## src/hdl/llc_pkg.sv

```systemverilog
// LLC front end shared definitions

package llc_pkg;

    // ******************************
    // Line address layout
    // ******************************
    localparam int LINE_ADDR_BITS = 16;                         // Offset bits already stripped.
    localparam int LLC_SET_BITS   = 6;                          // Low bits of the line address.
    localparam int LLC_TAG_BITS   = LINE_ADDR_BITS - LLC_SET_BITS;
    localparam int LLC_SETS       = 1 << LLC_SET_BITS;

    // ******************************
    // Inbound buffers
    // ******************************
    // One entry per sender credit, so a well-behaved sender never overflows.
    localparam int LLC_BUF_DEPTH    = 2;
    localparam int LLC_BUF_PTR_BITS = (LLC_BUF_DEPTH > 1) ? $clog2(LLC_BUF_DEPTH) : 1;
    localparam int LLC_BUF_CNT_BITS = $clog2(LLC_BUF_DEPTH + 1);

    // ******************************
    // Lookup sources
    // ******************************
    typedef enum logic [1:0] {
        LK_SWEEP = 2'd0,                                        // Reset sweep of one set.
        LK_RSP   = 2'd1,                                        // Coherence response.
        LK_REQ   = 2'd2,                                        // CPU request or replay.
        LK_DMA   = 2'd3                                         // DMA request.
    } lookup_kind_t;

endpackage

```

## src/hdl/llc_credit_port.sv

```systemverilog
// Credit-returning receive buffer

module llc_credit_port (
    input  logic                               clk,
    input  logic                               rst,
    input  logic                               in_valid,
    input  logic [llc_pkg::LINE_ADDR_BITS-1:0] in_addr,
    input  logic                               pop,
    output logic                               avail,
    output logic [llc_pkg::LINE_ADDR_BITS-1:0] head_addr,
    output logic                               credit
);
    import llc_pkg::*;

    logic [LINE_ADDR_BITS-1:0]   mem [LLC_BUF_DEPTH];
    logic [LLC_BUF_PTR_BITS-1:0] wr_ptr;
    logic [LLC_BUF_PTR_BITS-1:0] rd_ptr;
    logic [LLC_BUF_CNT_BITS-1:0] count;
    logic                        full;
    logic                        push;
    logic                        do_pop;

    function automatic logic [LLC_BUF_PTR_BITS-1:0] ptr_inc(
        input logic [LLC_BUF_PTR_BITS-1:0] p
    );
        if (p == LLC_BUF_PTR_BITS'(LLC_BUF_DEPTH - 1)) begin
            return '0;
        end
        return p + 1'b1;
    endfunction

    assign full      = (count == LLC_BUF_CNT_BITS'(LLC_BUF_DEPTH));
    assign push      = in_valid && !full;                      // Overflow drops the entry.
    assign do_pop    = pop && avail;
    assign avail     = (count != '0);
    assign head_addr = mem[rd_ptr];

    always_ff @(posedge clk) begin
        if (push) begin
            mem[wr_ptr] <= in_addr;
        end
    end

    always_ff @(posedge clk or negedge rst) begin
        if (!rst) begin
            wr_ptr <= '0;
            rd_ptr <= '0;
            count  <= '0;
            credit <= 1'b0;
        end else begin
            if (push) wr_ptr <= ptr_inc(wr_ptr);
            if (do_pop) rd_ptr <= ptr_inc(rd_ptr);
            case ({push, do_pop})
                2'b10:   count <= count + 1'b1;
                2'b01:   count <= count - 1'b1;
                default: count <= count;
            endcase
            credit <= do_pop;                                   // One credit back per pop.
        end
    end

endmodule

```

## src/hdl/llc_stall_regs.sv

```systemverilog
// Request stall and sweep state

module llc_stall_regs (
    input  logic                               clk,
    input  logic                               rst,
    input  logic                               sweep_start,
    input  logic                               sweep_step,
    input  logic                               req_xfer,
    input  logic                               busy_hit,
    input  logic [llc_pkg::LINE_ADDR_BITS-1:0] req_addr,
    input  logic                               clr_req_stall,
    input  logic                               replay_taken,
    output logic                               sweeping,
    output logic [llc_pkg::LLC_SET_BITS-1:0]   sweep_set,
    output logic                               req_stall,
    output logic                               replay_valid,
    output logic [llc_pkg::LINE_ADDR_BITS-1:0] parked_addr
);
    import llc_pkg::*;

    logic                      park;
    logic                      stall_q;
    logic [LINE_ADDR_BITS-1:0] parked_q;

    // ******************************
    // Set sweep
    // ******************************
    always_ff @(posedge clk or negedge rst) begin
        if (!rst) begin
            sweeping  <= 1'b0;
            sweep_set <= '0;
        end else if (!sweeping) begin
            if (sweep_start) begin                              // Restart ignored mid-sweep.
                sweeping  <= 1'b1;
                sweep_set <= '0;
            end
        end else if (sweep_step) begin
            if (sweep_set == LLC_SET_BITS'(LLC_SETS - 1)) begin
                sweeping  <= 1'b0;                              // Last set issued.
                sweep_set <= '0;
            end else begin
                sweep_set <= sweep_set + 1'b1;
            end
        end
    end

    // ******************************
    // Parked request
    // ******************************
    assign park = req_xfer && busy_hit;

    // A request refused this cycle already blocks the decision made in it.
    assign req_stall   = stall_q || park;
    assign parked_addr = park ? req_addr : parked_q;

    always_ff @(posedge clk) begin
        if (park) begin
            parked_q <= req_addr;
        end
    end

    always_ff @(posedge clk or negedge rst) begin
        if (!rst) begin
            stall_q      <= 1'b0;
            replay_valid <= 1'b0;
        end else begin
            if (clr_req_stall) begin
                stall_q <= 1'b0;                                // Matching response seen.
            end else if (park) begin
                stall_q <= 1'b1;
            end
            if (clr_req_stall) begin
                replay_valid <= 1'b1;
            end else if (replay_taken) begin
                replay_valid <= 1'b0;
            end
        end
    end

endmodule

```

## src/hdl/llc_input_decoder.sv

```systemverilog
// Input priority decoder and lookup register

module llc_input_decoder (
    input  logic                               clk,
    input  logic                               rst,
    input  logic                               lookup_ready,
    input  logic                               rsp_avail,
    input  logic [llc_pkg::LINE_ADDR_BITS-1:0] rsp_addr,
    input  logic                               req_avail,
    input  logic [llc_pkg::LINE_ADDR_BITS-1:0] req_addr,
    input  logic                               dma_avail,
    input  logic [llc_pkg::LINE_ADDR_BITS-1:0] dma_addr,
    input  logic                               sweeping,
    input  logic [llc_pkg::LLC_SET_BITS-1:0]   sweep_set,
    input  logic                               req_stall,
    input  logic                               replay_valid,
    input  logic [llc_pkg::LINE_ADDR_BITS-1:0] parked_addr,
    output logic                               rsp_pop,
    output logic                               req_pop,
    output logic                               dma_pop,
    output logic                               sweep_step,
    output logic                               clr_req_stall,
    output logic                               replay_taken,
    output logic                               lookup_valid,
    output llc_pkg::lookup_kind_t              lookup_kind,
    output logic [llc_pkg::LLC_SET_BITS-1:0]   lookup_set,
    output logic [llc_pkg::LLC_TAG_BITS-1:0]   lookup_tag,
    output logic [llc_pkg::LINE_ADDR_BITS-1:0] lookup_addr,
    output logic                               idle
);
    import llc_pkg::*;

    logic                      decode_en;
    logic                      take_sweep;
    logic                      take_rsp;
    logic                      take_replay;
    logic                      take_req;
    logic                      take_dma;
    logic                      rsp_matches;
    lookup_kind_t              next_kind;
    logic [LINE_ADDR_BITS-1:0] sel_addr;
    logic [LLC_SET_BITS-1:0]   next_set;
    logic [LLC_TAG_BITS-1:0]   next_tag;

    // Output register free or draining this cycle.
    assign decode_en = !lookup_valid || lookup_ready;

    // ******************************
    // Priority tree
    // ******************************
    always_comb begin
        take_sweep  = 1'b0;
        take_rsp    = 1'b0;
        take_replay = 1'b0;
        take_req    = 1'b0;
        take_dma    = 1'b0;
        idle        = 1'b0;
        next_kind   = LK_SWEEP;
        sel_addr    = {{LLC_TAG_BITS{1'b0}}, sweep_set};       // Sweep carries no tag.
        if (sweeping) begin
            take_sweep = 1'b1;
        end else if (rsp_avail) begin
            take_rsp  = 1'b1;
            next_kind = LK_RSP;
            sel_addr  = rsp_addr;
        end else if (!req_stall && replay_valid) begin
            take_replay = 1'b1;                                 // Replay ahead of new requests.
            next_kind   = LK_REQ;
            sel_addr    = parked_addr;
        end else if (!req_stall && req_avail) begin
            take_req  = 1'b1;
            next_kind = LK_REQ;
            sel_addr  = req_addr;
        end else if (!req_stall && dma_avail) begin
            take_dma  = 1'b1;
            next_kind = LK_DMA;
            sel_addr  = dma_addr;
        end else begin
            idle = 1'b1;
        end
    end

    assign next_set    = sel_addr[LLC_SET_BITS-1:0];
    assign next_tag    = sel_addr[LINE_ADDR_BITS-1:LLC_SET_BITS];
    assign rsp_matches = req_stall && (rsp_addr == parked_addr);

    // Side effects only on a decision that is actually registered.
    assign sweep_step    = decode_en && take_sweep;
    assign rsp_pop       = decode_en && take_rsp;
    assign replay_taken  = decode_en && take_replay;
    assign req_pop       = decode_en && take_req;
    assign dma_pop       = decode_en && take_dma;
    assign clr_req_stall = decode_en && take_rsp && rsp_matches;

    // ******************************
    // Lookup register
    // ******************************
    always_ff @(posedge clk or negedge rst) begin
        if (!rst) begin
            lookup_valid <= 1'b0;
            lookup_kind  <= LK_SWEEP;
        end else if (decode_en) begin
            lookup_valid <= !idle;
            lookup_kind  <= next_kind;
        end
    end

    always_ff @(posedge clk) begin
        if (decode_en) begin
            lookup_set <= next_set;
            lookup_tag <= next_tag;
        end
    end

    assign lookup_addr = {lookup_tag, lookup_set};            // Parked on a refused request.

endmodule

```

## src/hdl/llc_front_end.sv

```systemverilog
// LLC input front end

module llc_front_end (
    input  logic                               clk,
    input  logic                               rst,
    input  logic                               rsp_valid,
    input  logic [llc_pkg::LINE_ADDR_BITS-1:0] rsp_addr,
    input  logic                               req_valid,
    input  logic [llc_pkg::LINE_ADDR_BITS-1:0] req_addr,
    input  logic                               dma_valid,
    input  logic [llc_pkg::LINE_ADDR_BITS-1:0] dma_addr,
    input  logic                               sweep_start,
    input  logic                               lookup_ready,
    input  logic                               busy_hit,
    output logic                               rsp_credit,
    output logic                               req_credit,
    output logic                               dma_credit,
    output logic                               lookup_valid,
    output llc_pkg::lookup_kind_t              lookup_kind,
    output logic [llc_pkg::LLC_SET_BITS-1:0]   lookup_set,
    output logic [llc_pkg::LLC_TAG_BITS-1:0]   lookup_tag,
    output logic                               idle
);
    import llc_pkg::*;

    logic                      rsp_avail, req_avail, dma_avail;
    logic                      rsp_pop, req_pop, dma_pop;
    logic [LINE_ADDR_BITS-1:0] rsp_head, req_head, dma_head;
    logic                      sweeping, sweep_step;
    logic [LLC_SET_BITS-1:0]   sweep_set;
    logic                      req_stall, replay_valid, clr_req_stall, replay_taken;
    logic [LINE_ADDR_BITS-1:0] parked_addr;
    logic [LINE_ADDR_BITS-1:0] lookup_addr;
    logic                      req_xfer;

    // Only accepted requests can be refused by the pipeline.
    assign req_xfer = lookup_valid && lookup_ready && (lookup_kind == LK_REQ);

    llc_credit_port u_rsp_port (
        .clk(clk), .rst(rst), .in_valid(rsp_valid), .in_addr(rsp_addr), .pop(rsp_pop),
        .avail(rsp_avail), .head_addr(rsp_head), .credit(rsp_credit));

    llc_credit_port u_req_port (
        .clk(clk), .rst(rst), .in_valid(req_valid), .in_addr(req_addr), .pop(req_pop),
        .avail(req_avail), .head_addr(req_head), .credit(req_credit));

    llc_credit_port u_dma_port (
        .clk(clk), .rst(rst), .in_valid(dma_valid), .in_addr(dma_addr), .pop(dma_pop),
        .avail(dma_avail), .head_addr(dma_head), .credit(dma_credit));

    llc_input_decoder u_decoder (
        .clk(clk), .rst(rst), .lookup_ready(lookup_ready),
        .rsp_avail(rsp_avail), .rsp_addr(rsp_head),
        .req_avail(req_avail), .req_addr(req_head),
        .dma_avail(dma_avail), .dma_addr(dma_head),
        .sweeping(sweeping), .sweep_set(sweep_set),
        .req_stall(req_stall), .replay_valid(replay_valid), .parked_addr(parked_addr),
        .rsp_pop(rsp_pop), .req_pop(req_pop), .dma_pop(dma_pop),
        .sweep_step(sweep_step), .clr_req_stall(clr_req_stall), .replay_taken(replay_taken),
        .lookup_valid(lookup_valid), .lookup_kind(lookup_kind), .lookup_set(lookup_set),
        .lookup_tag(lookup_tag), .lookup_addr(lookup_addr), .idle(idle));

    llc_stall_regs u_stall (
        .clk(clk), .rst(rst), .sweep_start(sweep_start), .sweep_step(sweep_step),
        .req_xfer(req_xfer), .busy_hit(busy_hit), .req_addr(lookup_addr),
        .clr_req_stall(clr_req_stall), .replay_taken(replay_taken),
        .sweeping(sweeping), .sweep_set(sweep_set), .req_stall(req_stall),
        .replay_valid(replay_valid), .parked_addr(parked_addr));

endmodule

```

## config.mk

```make
export PLATFORM = sky130hd
export DESIGN_NAME = llc_front_end
export DESIGN_NICKNAME = d
export VERILOG_FILES = /design/src/hdl/llc_pkg.sv /design/src/hdl/llc_credit_port.sv /design/src/hdl/llc_stall_regs.sv /design/src/hdl/llc_input_decoder.sv /design/src/hdl/llc_front_end.sv
export SDC_FILE = /design/constraint.sdc
export NUM_CORES = 1
export LEC_CHECK = 0
export ABC_CLOCK_PERIOD_IN_PS = 2050
export BUFFER_PORTS_ARGS = -buffer_cell sky130_fd_sc_hd__buf_4
export CAP_MARGIN = 20
export CORE_MARGIN = 2
export CORE_UTILIZATION = 45
export DETAILED_ROUTE_END_ITERATION = 7
export GPL_TIMING_DRIVEN = 0
export MAX_ROUTING_LAYER = met4
export PLACE_DENSITY = 0.67
export SYNTH_ARGS = -nofsm -noshare
export SYNTH_HDL_FRONTEND = slang
export SYNTH_SLANG_ARGS = --single-unit
```

## constraint.sdc

```tcl
create_clock -name clk -period 2.05 [get_ports clk]
set_input_delay 0.205 -clock clk [delete_from_list [all_inputs] [get_ports clk]]
set_output_delay 0.205 -clock clk [all_outputs]
set_load 0.005 [all_outputs]
```

-- Word-level counts from Yosys, hierarchy flattened
Memories as Yosys holds them, arrays and structs flattened.
Cells that the tools add are included.
W data, S select, Z words.
- word-level logic and storage cells: 163
- bits in writable memories: 96
- input port bits: 56
- flip-flop bits (word level): 59
- memories kept: 3
- multiplexer cells: 76
- equal/unequal tests: 13
- $add $sub $neg: 13
- reduce and logical (&&, ||, !) cells: 37
- memory list (memory ; words ; width ; rd ports ; clocked after Yosys merged registers in ; write ports ; line ; source):
    u_dma_port.mem ; 2 ; 16 ; 1 ; 0 ; 1 ; llc_credit_port.sv:15 ; logic [LINE_ADDR_BITS-1:0] mem [LLC_BUF_DEPTH];
    u_req_port.mem ; 2 ; 16 ; 1 ; 0 ; 1 ; llc_credit_port.sv:15 ;
    u_rsp_port.mem ; 2 ; 16 ; 1 ; 0 ; 1 ; llc_credit_port.sv:15 ;
- operators by type and width (kind ; count):
    $mux W16 ; 5
    $mux W1 ; 58
    $mux W6 ; 5
    $logic_and A1 B1 Y1 ; 19
    $reduce_bool A2 Y1 ; 9
    $eq A16 B16 Y1 ; 1
    $eq A2 B2 Y1 const B ; 7
    $pmux W2 S2 ; 3
    $mux W2 ; 5
    $add A1 B1 Y1 const B ; 6
    $add A2 B1 Y2 const B ; 3
    $add A6 B1 Y6 const B ; 1
    $eq A2 B1 Y1 const B ; 3
    $eq A6 B6 Y1 const B ; 1
    $logic_not A1 Y1 ; 6
    $sub A2 B1 Y2 const B ; 3
    $logic_or A1 B1 Y1 ; 2
    $ne A2 B2 Y1 const B ; 1
    $reduce_and A2 Y1 ; 1

-- Depth between registers and ports, before layout
- depth after elaboration: 15
- depth in mapped cells: 9
- depth with buffers taken out: 8

-- Cells and area by module
From an unflattened synthesis, not the netlist that was laid out.
- cell total of the unflattened synthesis: 458
- area, all modules: 6831.6 um2
- by module, submodules not included (module ; area an instance (um2) ; instances ; seq. area each (um2) ; cells each):
    llc_credit_port ; 1386.3 ; 3 ; 1086.0 ; 69
    llc_input_decoder ; 1675.4 ; 1 ; 555.5 ; 166
    llc_stall_regs ; 987.2 ; 1 ; 545.5 ; 84
    llc_front_end ; 10.0 ; 1 ; 0.0 ; 1

-- Worst setup path after synthesis
No wires, ideal clock.
- path type: reg-to-reg
- start: reg u_decoder.lookup_valid
- end: reg u_req_port.count[1]
- cell stages (with the launch flop): 9
- period minus slack after synthesis: 2.249 ns
- setup slack: -0.199 ns
- library setup time: 0.080 ns
- arrival: 2.169 ns
- required time: 1.970 ns
- cells stage by stage: dfrtp_1 > nor2b_1 > clkbuf_1 > clkinv_1 > nand2b_1 > nor2_1 > ha_1 > nor2_1 > xnor2_1
- elaborated cells on any way between the ends: 19
- those cells by class: eq/ne: 2; mux: 5; reduce/logical: 12
- RTL lines (element ; line ; source):
    start: declaration ; llc_input_decoder.sv:24 ; output logic lookup_valid,
    start signal: assignment ; llc_input_decoder.sv:103 ; lookup_valid <= !idle;
    $logic_not A1 Y1 (*) ; llc_input_decoder.sv:46 ; assign decode_en = !lookup_valid || lookup_ready;
    $logic_or A1 B1 Y1 (*) ; llc_input_decoder.sv:46 ;
    via u_decoder.decode_en ; llc_input_decoder.sv:33 ; logic decode_en;
    $logic_and A1 B1 Y1 (*) ; llc_input_decoder.sv:91 ; assign req_pop = decode_en && take_req;
    $logic_and A1 B1 Y1 (*) ; llc_credit_port.sv:34 ; assign do_pop = pop && avail;
    via u_req_port.do_pop ; llc_credit_port.sv:21 ; logic do_pop;
    $eq A2 B1 Y1 or $eq A2 B2 Y1 (tied branches) ; llc_credit_port.sv:53 ; case ({push, do_pop})
    $pmux W2 S2 or $reduce_bool A2 Y1 (tied branches) ; -- ;
    end signal: assignment ; llc_credit_port.sv:54 ; 2'b10: count <= count + 1'b1;
    end signal: assignment ; llc_credit_port.sv:55 ; 2'b01: count <= count - 1'b1;
    end signal: assignment ; llc_credit_port.sv:56 ; default: count <= count;
    end: declaration ; llc_credit_port.sv:18 ; logic [LLC_BUF_CNT_BITS-1:0] count;
The timed path passes the listed nets; every way through them passes the cells marked *.
A chain may end at the register's enable or synchronous reset.

-- Final worst setup path
- start: reg u_decoder.lookup_kind[0]
- end: reg u_stall.stall_q
- word-level cells in the longest chain between the ends: 8
- elaborated cells on any way between the ends: 10
- those cells by class: eq/ne: 2; mux: 2; reduce/logical: 6
- RTL lines (element ; line ; source):
    start: declaration ; llc_input_decoder.sv:25 ; output llc_pkg::lookup_kind_t lookup_kind,
    start signal: assignment ; llc_input_decoder.sv:104 ; lookup_kind <= next_kind;
    $eq A2 B2 Y1 (*) ; llc_front_end.sv:37 ; assign req_xfer = lookup_valid && lookup_ready && (lookup_kind == LK_REQ);
    $logic_and A1 B1 Y1 (*) ; llc_front_end.sv:37 ;
    $logic_and A1 B1 Y1 (*) ; llc_stall_regs.sv:50 ; assign park = req_xfer && busy_hit;
    $mux W16 ; -- ;
    $eq A16 B16 Y1 ; llc_input_decoder.sv:85 ; assign rsp_matches = req_stall && (rsp_addr == parked_addr);
    $logic_and A1 B1 Y1 ; llc_input_decoder.sv:85 ;
    $logic_and A1 B1 Y1 ; llc_input_decoder.sv:93 ; assign clr_req_stall = decode_en && take_rsp && rsp_matches;
    $mux W1 or $reduce_bool A2 Y1 (tied branches) ; -- ;
    end signal: assignment ; llc_stall_regs.sv:64 ; stall_q <= 1'b0;
    end signal: assignment ; llc_stall_regs.sv:68 ; stall_q <= 1'b0;
    end signal: assignment ; llc_stall_regs.sv:70 ; stall_q <= 1'b1;
    end: declaration ; llc_stall_regs.sv:22 ; logic stall_q;
Every way passes the cells marked *; elsewhere a longest branch is shown, timed or not.

==> results.md <==
- First-pass GRT wire length: 24900 um
- Dpl cell area: 7480 um2
- WHS: 31.6 ps
- Slowest stage cell, crit path: dfrtp_1
- Multi-input gate area: 2380 um2
- Sequential share of the synthesized area: 66.5%
- Period utilisation layout: 105%
- Drt first pass iters: 5
- Leakage power: 3.74 nW
- Flop2flop setup slack: -100 ps
- Initial Util: 45.7%
- Row count: 44
- CTS tree: built
- Register Area: 4360 um2
- Routed len/inst: 19.1 um
- CTS Root Cell: clkbuf_16
- Syn-to-layout area delta: 39.9%
- Largest cells by area after synthesis: edfxtp_1, dfrtp_1, mux2i_1
- H-tree levels: 4
- Placer Congestion: 0.858
- Initial antenna violation count: 0
- Worst-Skew Late Latency: 420 ps
- Crit path buffers/inverters: 2
- Count leader, synth: edfxtp_1
- Post-DP HPWL: 10600 um
- Iteration-0 DRC count of the detailed router: 441
- Total GRT Usage: 21.6%
- Max Cap Viol: 0
- Setup Crit Path Kind: register to register
- Minimum clock period: 2150 ps
- VDD IR max: 0.000858 V
- Failing checks: negative setup slack
- Clk buf depth: 2
- Final worst slack: -104 ps
- Largest net degree at the start of global routing: 28
- CTS buffer count: 17
- Syn_nets: 533
- Die Area: 15600 um2
- Area leader, netlist: edfxtp_1
- Ys Warns: 0
- Unique masters post-synth: 53
- Final net count: 713
- # fillers: 1065
- RSZ-0062 raised after global routing: true
- Die X: 125 um
- Power Density: 1160 nW/um2
- Height of the die: 125 um
- Number of diodes: 0
- Worst Max-Slew Pin Slew: 766 ps
- CP required: 2350 ps
- Slew Limit Fails: 0
- Min-delay worst type: input port to register
- Detailed-route via count: 4551
- IO Count: 79
- Run status: complete, but fails checks
- DRT antenna net count: 0
- Port Buffers: 78
- Remaining DRCs: 0
- Synth Area per Inst: 13.9 um2
- Total power: 10.6 mW
- Finished Cell Area: 9180 um2
- GRT overflow: 0
- Peak per-stage delay on the critical path: 400 ps
- Via density: 5.35
- WP data arrival: 2450 ps
- Top cells by count, synth: edfxtp_1, mux2i_1, nor2_1, dfrtp_1
- Syn Inst Count: 473
- Clock Skews: 7.03 ps
- Fmax: 464 MHz
- Synth async-reset ratio: 17.4%
- Clock slew seen by the registers of the worst setup and hold paths: 60 ps
- Vias in the first global route: 4611
- Worst-path fanout max: 7
- Crit start category: register
- Core area: 14400 um2
- CTS sink count: 155
- Layout cells sized above 1: 33.3%
- CP endpoint kind: register
- Setup violators final: 12
- Slew HR: 48.4%
- Top cell type's share of synthesized area: 51.3%
- Final hold violation count: 0
- Post-Layout Cell Count: 850
- Ys flop type: edfxtp_1
- CP top delay family: simple AND/OR/NAND/NOR gates
- Routed WL: 16200 um
- Post-synth EDFFs: 112
- Synth Register Bits: 155
- Placed cells: 743
- Cell Chain, Critical Path: and4b_1 > buf_6 > buf_4 > nand3_1 > and3_4 > nor4_4 > and4_4 > a31oi_1
- Syn Std Cell Area: 6560 um2
## registers in the layout, summed over array words and instances (netlist names), 2 cells and up
signal and count:
u_decoder.lookup_kind 2, u_req_port.mem 32, u_dma_port.mem 32, u_stall.parked_q 16, u_req_port.count 2, u_dma_port.count 2, u_stall.sweep_set 6, u_decoder.lookup_set 6
u_rsp_port.mem 32, u_decoder.lookup_tag 10, u_rsp_port.count 2
## logic make-up (layout without fill, tap and decap cells)
family | count (synthesis) | in the layout | share of synthesized area (%)
flip-flops | 155 | 155 | 66.5
XOR/XNOR | 27 | 27 | 3.60
multiplexers | 58 | 58 | 9.44
adder cells (fa/ha/maj) | 4 | 4 | 0.763
buffers and inverters | 32 | 225 | 2.17
AO/OA/AOI/OAI | 92 | 92 | 9.48
AND/OR/NAND/NOR | 105 | 105 | 8.09
## per-stage QoR
step	utilization (%)	setup slack [ps]	TNS [ps]
after detailed placement	52.1	-456	-5110
after floorplan	-	-5.13	-5.13
after global routing	63.9	-181	-1790
final	63.9	-104	-705
after CTS	61.3	-67.5	-112
after global placement	51.4	-459	-25330
## power breakdown
| group | internal (mW) | total, mW | switching (mW) |
|---|---|---|---|
| Clock | 2.04 | 3.27 | 1.23 |
| Sequential | 4.09 | 4.49 | 0.396 |
| Combinational | 1.34 | 2.86 | 1.53 |
## placed cells by master, fill, tap and decap left out, drive strengths merged, types with 2 or more instances in the layout
cell type,synthesis,layout
dfrtp,27,27
xor2,5,5
ha,4,4
o21ai,27,27
clkinvlp,0,2
inv,13,13
buf,11,121
or3,3,3
o22ai,17,17
clkbuf,7,30
and4,2,2
mux2,15,15
nor2,29,29
a221o,4,4
a31oi,4,4
a21oi,11,11
edfxtp,112,112
bufinv,0,4
nand3,10,10
clkinv,1,6
a22o,2,2
and3,10,10
xnor2,22,22
a221oi,2,2
dfxtp,16,16
mux2i,43,43
nor3,9,9
a21o,4,4
nor4,4,4
nand2,27,27
a211oi,14,14
nand2b,5,5
dlygate4sd3,0,49
## cell type report
cell class	count	area share (%)
well taps	184	2.51
plain buffers	18	1.42
clock inverters	11	1.85
repair buffers	161	15.4
inverters	14	0.627
multi-input cells	286	25.9
flip-flops and latches	155	47.5
clock buffers	21	4.80
## final timing paths
| path | from | to | depth (start not counted) |
|---|---|---|---|
| max | u_decoder.lookup_kind[0] | u_stall.stall_q | 8 |
| min | sweep_start | u_stall.sweep_set[1] | 2 |
| max reg2reg | u_decoder.lookup_kind[0] | u_stall.stall_q | 8 |
| min reg2reg | u_req_port.wr_ptr | u_req_port.wr_ptr | 1 |
| max in group asynchronous | rst | u_rsp_port.rd_ptr | 2 |
| min in group asynchronous | rst | u_stall.sweep_set[2] | 2 |
## repair_timing
item	CTS	global route
gates resized for setup	28	56
hold buffers	49	0
pin swaps	9	25
cloned	0	2
endpoints found under the setup margin	27	22
buffers inserted	15	9
endpoints found under the hold margin	123	0
## routing by layer
layer | wire length [um] | up-vias | track usage (%)
met4 | 263 | 0 | 6.94
li1 | - | 2156 | -
met1 | 6710 | 2222 | 27.0
met5 | 0 | - | -
met3 | 906 | 17 | 4.94
met2 | 8320 | 156 | 35.2
(Power assumes the default switching activity.)
